<file path="src/stream_pkg.sv">
package stream_pkg;

   //--------------------------------------------------------------------------
   // Data path
   //--------------------------------------------------------------------------

   // Width of one data word on both bus sides
   localparam int DATA_W = 8;

   //--------------------------------------------------------------------------
   // Memory geometry
   //--------------------------------------------------------------------------

   // Address width of the block memory
   localparam int ADR_W = 6;

   // Depth of the block memory, one word per address
   localparam int MEM_WORDS = 1 << ADR_W;

   //--------------------------------------------------------------------------
   // Streaming window
   //--------------------------------------------------------------------------

   // First word that the address generator visits after reset or a wrap
   localparam logic [ADR_W-1:0] ADR_START = 6'd4;

   // Last word of the window, the generator wraps after this one
   localparam logic [ADR_W-1:0] ADR_LAST = 6'd43;

   // Address increment for every accepted transfer
   localparam logic [ADR_W-1:0] ADR_STEP = 6'd1;

   // Window size is (ADR_LAST - ADR_START) / ADR_STEP + 1, i.e. 40 words

endpackage

</file>
<file path="src/wb_stream.sv">
`timescale 1ns/1ns

// Streaming address generator on a pipelined Wishbone-like bus
// The requester on the slave side never drives an address
// Every strobe and both data paths pass straight through
// Only the memory address is generated here
module wb_stream (
   // System
   input  logic                          clk_i,
   input  logic                          rst_i,

   // Slave side, from the stream requester
   input  logic                          s_cyc_i,
   input  logic                          s_stb_i,
   input  logic                          s_we_i,
   input  logic [stream_pkg::DATA_W-1:0] s_dat_i,
   output logic                          s_ack_o,
   output logic                          s_wat_o,
   output logic [stream_pkg::DATA_W-1:0] s_dat_o,

   // Master side, to the block memory
   output logic                          m_cyc_o,
   output logic                          m_stb_o,
   output logic                          m_we_o,
   output logic [stream_pkg::ADR_W-1:0]  m_adr_o,
   output logic [stream_pkg::DATA_W-1:0] m_dat_o,
   input  logic                          m_ack_i,
   input  logic                          m_wat_i,
   input  logic [stream_pkg::DATA_W-1:0] m_dat_i
);

   import stream_pkg::*;

   // Address register, the only state in this block
   logic [ADR_W-1:0] adr_q;

   // Pipelined acceptance, a transfer goes through when not stalled
   logic             inc;

   // Wrap detection and the address for the following access
   logic             wrap_adr;
   logic [ADR_W-1:0] next_adr;

   //--------------------------------------------------------------------------
   // Bus pass-through
   //--------------------------------------------------------------------------

   // Request path towards the memory
   assign m_cyc_o = s_cyc_i;
   assign m_stb_o = s_stb_i;
   assign m_we_o  = s_we_i;
   assign m_dat_o = s_dat_i;

   // Response path back to the requester
   assign s_ack_o = m_ack_i;
   assign s_wat_o = m_wat_i;
   assign s_dat_o = m_dat_i;

   //--------------------------------------------------------------------------
   // Address generation
   //--------------------------------------------------------------------------

   // No ack in the condition, the pipelined form advances on the strobe
   assign inc = m_cyc_o & m_stb_o & ~m_wat_i;

   // Back to the start of the window after its last word
   assign wrap_adr = (adr_q == ADR_LAST);
   assign next_adr = wrap_adr ? ADR_START : adr_q + ADR_STEP;

   // Advance on the accepting edge, hold through idle and wait cycles
   always_ff @(posedge clk_i) begin
      if (rst_i) begin
         adr_q <= ADR_START;
      end else if (inc) begin
         adr_q <= next_adr;
      end
   end

   // Memory sees the registered address with no extra delay
   assign m_adr_o = adr_q;

endmodule

</file>
<file path="src/stream_ram.sv">
`timescale 1ns/1ns

// Block memory with a pipelined Wishbone-like slave port
// Registered read port, one-cycle ack for each accepted transfer
// A read right after a write is held for one wait cycle
module stream_ram (
   // System
   input  logic                          clk_i,
   input  logic                          rst_i,

   // Bus request
   input  logic                          cyc_i,
   input  logic                          stb_i,
   input  logic                          we_i,
   input  logic [stream_pkg::ADR_W-1:0]  adr_i,
   input  logic [stream_pkg::DATA_W-1:0] dat_i,

   // Bus response
   output logic                          ack_o,
   output logic                          wat_o,
   output logic [stream_pkg::DATA_W-1:0] dat_o
);

   import stream_pkg::*;

   //--------------------------------------------------------------------------
   // Storage and state
   //--------------------------------------------------------------------------

   // Word array, contents are undefined after power-up
   logic [DATA_W-1:0] mem [MEM_WORDS];

   // Read data register, loaded only by an accepted read
   logic [DATA_W-1:0] rdat_q;

   // Registered acknowledge
   logic              ack_q;

   // Previous cycle held an accepted write
   logic              wr_prev_q;

   // Acceptance terms for the current cycle
   logic              acc;
   logic              wr_acc;
   logic              rd_acc;

   //--------------------------------------------------------------------------
   // Turnaround wait
   //--------------------------------------------------------------------------

   // Read presented in the cycle after a write is stalled once
   // Write after write and read after read go through at full rate
   assign wat_o = wr_prev_q & cyc_i & stb_i & ~we_i;

   //--------------------------------------------------------------------------
   // Transfer acceptance
   //--------------------------------------------------------------------------

   // One transfer per cycle unless the wait is up
   assign acc    = cyc_i & stb_i & ~wat_o;
   assign wr_acc = acc & we_i;
   assign rd_acc = acc & ~we_i;

   // Remember a write for the next cycle only
   // An idle or read cycle in between clears the turnaround
   always_ff @(posedge clk_i) begin
      if (rst_i) begin
         wr_prev_q <= 1'b0;
      end else begin
         wr_prev_q <= wr_acc;
      end
   end

   //--------------------------------------------------------------------------
   // Write port
   //--------------------------------------------------------------------------

   // Data is stored at the accepting edge
   always_ff @(posedge clk_i) begin
      if (wr_acc) begin
         mem[adr_i] <= dat_i;
      end
   end

   //--------------------------------------------------------------------------
   // Read port
   //--------------------------------------------------------------------------

   // Word sampled at the accepting edge
   // Holds its value until the next accepted read
   always_ff @(posedge clk_i) begin
      if (rd_acc) begin
         rdat_q <= mem[adr_i];
      end
   end

   assign dat_o = rdat_q;

   //--------------------------------------------------------------------------
   // Acknowledge
   //--------------------------------------------------------------------------

   // Exactly one ack in the cycle after each accepted transfer
   // Back-to-back transfers give back-to-back acks
   always_ff @(posedge clk_i) begin
      if (rst_i) begin
         ack_q <= 1'b0;
      end else begin
         ack_q <= acc;
      end
   end

   assign ack_o = ack_q;

endmodule

</file>
<file path="src/stream_sram_top.sv">
`timescale 1ns/1ns

// Streaming memory subsystem
// The requester moves words without addresses, the generator walks the
// window and the block memory serves each access
module stream_sram_top (
   // System
   input  logic                          clk_i,
   input  logic                          rst_i,

   // Streaming slave port
   input  logic                          s_cyc_i,
   input  logic                          s_stb_i,
   input  logic                          s_we_i,
   input  logic [stream_pkg::DATA_W-1:0] s_dat_i,
   output logic                          s_ack_o,
   output logic                          s_wat_o,
   output logic [stream_pkg::DATA_W-1:0] s_dat_o
);

   import stream_pkg::*;

   //--------------------------------------------------------------------------
   // Internal memory bus
   //--------------------------------------------------------------------------

   // Request, driven by the address generator
   logic              m_cyc;
   logic              m_stb;
   logic              m_we;
   logic [ADR_W-1:0]  m_adr;
   logic [DATA_W-1:0] m_dat;

   // Response, driven by the memory
   logic              m_ack;
   logic              m_wat;
   logic [DATA_W-1:0] m_rdat;

   //--------------------------------------------------------------------------
   // Address generator
   //--------------------------------------------------------------------------

   wb_stream u_stream (
      .clk_i   (clk_i),
      .rst_i   (rst_i),
      .s_cyc_i (s_cyc_i),
      .s_stb_i (s_stb_i),
      .s_we_i  (s_we_i),
      .s_dat_i (s_dat_i),
      .s_ack_o (s_ack_o),
      .s_wat_o (s_wat_o),
      .s_dat_o (s_dat_o),
      .m_cyc_o (m_cyc),
      .m_stb_o (m_stb),
      .m_we_o  (m_we),
      .m_adr_o (m_adr),
      .m_dat_o (m_dat),
      .m_ack_i (m_ack),
      .m_wat_i (m_wat),
      .m_dat_i (m_rdat)
   );

   //--------------------------------------------------------------------------
   // Block memory
   //--------------------------------------------------------------------------

   stream_ram u_ram (
      .clk_i (clk_i),
      .rst_i (rst_i),
      .cyc_i (m_cyc),
      .stb_i (m_stb),
      .we_i  (m_we),
      .adr_i (m_adr),
      .dat_i (m_dat),
      .ack_o (m_ack),
      .wat_o (m_wat),
      .dat_o (m_rdat)
   );

endmodule

</file>
<file path="config.mk">
export PLATFORM = sky130hd
export DESIGN_NAME = stream_sram_top
export DESIGN_NICKNAME = d
export VERILOG_FILES = /design/src/stream_pkg.sv /design/src/wb_stream.sv /design/src/stream_ram.sv /design/src/stream_sram_top.sv
export SDC_FILE = /design/constraint.sdc
export NUM_CORES = 1
export LEC_CHECK = 0
export BUFFER_PORTS_ARGS = -buffer_cell sky130_fd_sc_hd__buf_2
export CAP_MARGIN = 0
export CORE_MARGIN = 4
export CORE_UTILIZATION = 25
export CTS_CLUSTER_DIAMETER = 60
export DETAILED_ROUTE_END_ITERATION = 10
export PLACE_DENSITY = 0.47
export SLEW_MARGIN = 20
export SYNTH_ARGS = -nofsm -noshare
export SYNTH_HDL_FRONTEND = slang
export SYNTH_SLANG_ARGS = --single-unit
</file>
<file path="constraint.sdc">
create_clock -name clk_i -period 3.65 [get_ports clk_i]
set_input_delay 0.365 -clock clk_i [delete_from_list [all_inputs] [get_ports clk_i]]
set_output_delay 0.365 -clock clk_i [all_outputs]
set_load 0.02 [all_outputs]
</file>
== Word-level counts from Yosys, hierarchy flattened ==
Memories as Yosys holds them, arrays and structs flattened. A register that Yosys moved wholly into a read port is not among the register bits.
Index checks and enable logic that the tools add are counted.

* $add $sub $neg: 1
* Equality and inequality tests: 1
* Mux-type cells: 3
* Bitwise gates (word level): 9

{| class="wikitable"
|+ Operators with widths
! cell !! number
|-
| $and 1x1->1 || 7
|-
| $add 6x1->6 const B || 1
|-
| $eq 6x6->1 const B || 1
|-
| $mux 6 || 1
|-
| $mux 1 || 2
|-
| $not 1->1 || 2
|}

* Register bits after elaboration: 8
* Memory bits (writable): 512
* Input port bits: 13
* Output and inout bits: 10
* Logic and storage cells: 18
* Memories: 1

{| class="wikitable"
|+ Memories
! name !! depth !! bits a word !! rd ports !! clocked after memory_dff !! write ports !! RTL line !! text
|-
| u_ram.mem || 64 || 8 || 1 || 1 || 1 || stream_ram.sv:31 || <nowiki>logic [DATA_W-1:0] mem [MEM_WORDS];</nowiki>
|}

== Depth between registers and ports, before layout ==
* Word-level depth: 8
* Mapped depth: 11
* Depth with buffers taken out: 6

== Cells and area by module ==
Synthesis repeated with hierarchy kept, for this count alone.

* Cells, all modules: 1241
* Area, all modules: 20746.1 um2

{| class="wikitable"
|+ By module, submodules not included
! module !! instances !! cells an instance !! area an instance (um2) !! seq. area each (um2)
|-
| stream_ram || 1 || 1187 || 20265.7 || 15655.0
|-
| wb_stream || 1 || 54 || 480.5 || 120.1
|}

== Worst setup path before layout ==
Ideal clock, no wire load.

* Path kind: reg-to-reg
* From: register u_stream.adr_q[2], in the netlist u_stream.m_adr_o[2]
* To: memory u_ram.mem[13][0], enable pin
* Library setup time: 370 ps
* Data arrival time: 2134 ps
* Data required time: 3280 ps
* Setup slack: 1146 ps
* Stages on the path, launching flop included: 9
* Buffers on the path: 6
* Period minus slack after synthesis: 2504 ps
* Cells stage by stage: dfxtp_1 > buf_4 > buf_2 > buf_2 > buf_2 > buf_2 > buf_2 > nand3_1 > nor2_1

{| class="wikitable"
|+ RTL lines
! element !! RTL line !! text
|-
| start, declared || wb_stream.sv:35 || <nowiki>logic [ADR_W-1:0] adr_q;</nowiki>
|-
| start signal, assigned || wb_stream.sv:75 || <nowiki>adr_q <= next_adr;</nowiki>
|-
| end, declared || stream_ram.sv:31 ||
|}

No word-level cell before the write port.

==> run_results.csv <==
group,metric,value,unit
route,vias,12000,
yosys,netlist_instances,1193,
yosys,synthesis.area,20400,um^2
yosys,ys_types,53,
sta,fin_skew,22.3,ps
clock_network,cts-resized-gates,0,
power_and_ir_drop,p_clk_share,43.9,%
route,drc,0,
clock_network,cts_sinks,528,
clock_network,cts_tree,"yes",
yosys,synth_commonest_cells,"edfxtp_1, nor2_1, a221oi_1, a22oi_1, mux2i_1",
sta,fin_tns_setup,0,ps
yosys,synth_seq_area_share,77.2,%
yosys,synthArstFlopShare,0,%
clock_network,cts_root_buffer,"clkbuf_16",
finish,nNetsFinal,1330,
floorplanning,core,80800,um^2
placed_design,port_buffers,22,
floorplanning,initial_core_util,25.3,%
grt,antenna_found_initial,2,
sta,rsz0062_at_grt,"no",
power_and_ir_drop,p_seq_share,51.8,%
yosys,post-synth-top-count-cell,"edfxtp_1",
power_and_ir_drop,swShare,21.3,%
hold_path,hold_path_class,"in -> reg",
clock_network,clk_pin_slew,70,ps
placed_design,place_area,22500,um^2
sta,setup_viol,0,
clock_network,clk_path_buf_depth,3,
yosys,avgSynthCellArea,17.1,um^2
setup_path,crit_chain,"buf_4, mux4_2, mux2i_1, o22ai_1, or4_1",
yosys,synth_top_cell_by_area,"edfxtp_1",
finish,syn2layout_area_growth,19.5,%
yosys,yosysWarnings,0,
sta,max_freq,314,MHz
grt,grt_max_degree,65,
power_and_ir_drop,p_int,0.0102,W
power_and_ir_drop,p_switching,0.00276,W
setup_path,cp_max_fo,40,
power_and_ir_drop,total_power,0.0129,W
floorplanning,die_y,294,um
route,routed_wl,61500,um
grt,grt-ovfl-total,0,
yosys,ys.flop_type,"edfxtp_1",
yosys,synth_top_area_share,76.4,%
run_status,status,"completed",
floorplanning,rows,104,
setup_path,worst-setup-path-type,"reg -> reg",
power_and_ir_drop,p_comb_share,4.3,%
floorplanning,fp.dieW,294,um
floorplanning,die_area,86400,um^2
floorplanning,ios,23,
setup_path,worst_path_largest_cell_delay,780,ps
setup_path,start_kind,"flop",
setup_path,arrival,3540,ps
setup_path,end_kind,"flop",
grt,grt.total_usage,14.1,%
grt,grt_pass1_vias,12000,
sta,maxSlewHeadroom,25.3,%
yosys,syn_nets,1207,
clock_network,insertion_delay,610,ps
sta,tightest_slew,1120,ps
finish,drive_gt1_share,21.2,%
clock_network,cts_buffers,56,
setup_path,slowest_stage,"dfxtp_4",
yosys,synth_edf_count,520,
run,maxCapViolCount,0,
sta,fin_crit,3180,ps
power_and_ir_drop,cellPowerDensity,529,nW/um^2
placed_design,dpl.hpwl,39500,um
finish,stdcell_area,24400,um^2
route,avgViaCountPerCell,4.94,
placed_design,gp_congestion,0.837,
sta,slew_viol_final,0,
sta,hold_violations,0,
clock_network,cts_setup_buffers,0,
sta,min_period_over_period,87.3,%
route,wl_per_cell,25.4,um
yosys,synth_area_leaders,"edfxtp_1, a221oi_1, a22oi_1",
power_and_ir_drop,ir_worst_vdd,322,uV
grt,grt_pass1_wl,89100,um
power_and_ir_drop,p_leak,7.88,nW
route,drtAntennaViolNets,0,
clock_network,h-tree-depth,2,
clock_network,holdBufCountCts,2,
route,drt_iter0_drc,1237,
route,dr.pass1.iters,5,
setup_path,required,4000,ps
yosys,ys_ff_latch,528,
path summary, 6_finish.rpt:
| path | from | endpoint | slack (ps) | cells after the start |
|---|---|---|---|---|
| setup reg to reg | u_stream.m_adr_o[1] | u_ram.dat_o[6] | 470 | 5 |
| hold / removal | s_stb_i | u_ram.ack_o | 110 | 3 |
| setup / recovery | u_stream.m_adr_o[1] | u_ram.dat_o[6] | 470 | 5 |
| hold reg to reg | u_ram.wr_prev_q | u_ram.ack_o | 650 | 2 |
flip-flops by register name, summed over array words and instances (netlist names):
| name | count |
|---|---|
| u_ram.ack_o | 1 |
| u_ram.dat_o | 8 |
| u_ram.mem | 512 |
| u_stream.m_adr_o | 6 |
| u_ram.wr_prev_q | 1 |
final cells by class:
type | count | area (um^2)
inverter | 4 | 15.0
clock buffer | 70 | 1500
timing repair buffer | 155 | 1170
antenna | 2 | 5.00
tap | 1060 | 1330
clock inverter | 35 | 343
sequential | 528 | 15800
fill | 7904 | 56400
multi-input combinational | 571 | 4270
cell usage in the layout (no fill, tap or decap), types with 11 or more instances in the layout:
master / netlist / final
mux2_2: 29 / 29
mux4_2: 14 / 14
o21ai_0: 28 / 28
nand2_1: 18 / 18
o221ai_1: 12 / 12
edfxtp_1: 520 / 520
a221oi_1: 82 / 82
buf_2: 33 / 22
o22ai_1: 23 / 23
clkbuf_16: 0 / 58
clkbuf_1: 39 / 12
a21oi_1: 24 / 24
a22o_1: 11 / 11
clkinv_1: 1 / 17
buf_4: 5 / 126
nor2_1: 99 / 96
a22oi_1: 74 / 74
mux2i_1: 43 / 43
nor3_1: 20 / 19
routing by layer:
layer	global-route usage, %	vias up	wire [um]
met5	0	-	13
met4	3.47	2	1380
met3	2.50	88	3740
met2	22.5	416	28600
met1	20.0	6299	27800
li1	-	5179	-
metrics by stage:
stage	hold slack (ps)	setup WS (ps)	util [%]	std cells
after floorplan	437	1150	-	1193
after global placement	598	522	27.9	2315
after detailed placement	641	509	27.9	2316
after CTS	69.2	504	30.2	2423
after global routing	98.2	303	30.2	2423
final	109	465	30.2	2425
power groups by stage:
| stage | registers, W | clock network [W] | logic [W] |
|---|---|---|---|
| 2_1_floorplan | 0.00681 | 0 | 0.000257 |
| 3_3_place_gp | 0.00682 | 0 | 0.000555 |
| 3_5_place_dp | 0.00682 | 0 | 0.000562 |
| 4_1_cts | 0.00669 | 0.00580 | 0.000564 |
| 5_1_grt | 0.00669 | 0.00606 | 0.000597 |
| 6_report | 0.00669 | 0.00567 | 0.000558 |
critical path, delay by kind of cell, from the launching register on:
family,cells,cell delay [ps]
multiplexers,2,970
flip-flops,1,780
AND/OR/NAND/NOR,1,530
buffers and inverters,1,390
AO/OA/AOI/OAI,1,210
cell families (layout without fill, tap and decap cells):
| family | Yosys count | after routing | synth area share, % |
|---|---|---|---|
| compound gates | 301 | 301 | 11.2 |
| xor+xnor | 4 | 4 | 0.172 |
| fa+ha+maj | 1 | 1 | 0.0612 |
| buf+inv | 94 | 264 | 2.09 |
| flops | 528 | 528 | 77.2 |
| mux | 87 | 87 | 5.32 |
| other cells | 0 | 2 | 0 |
| simple gates | 178 | 178 | 3.93 |
Power figures use the tool's default switching activity.
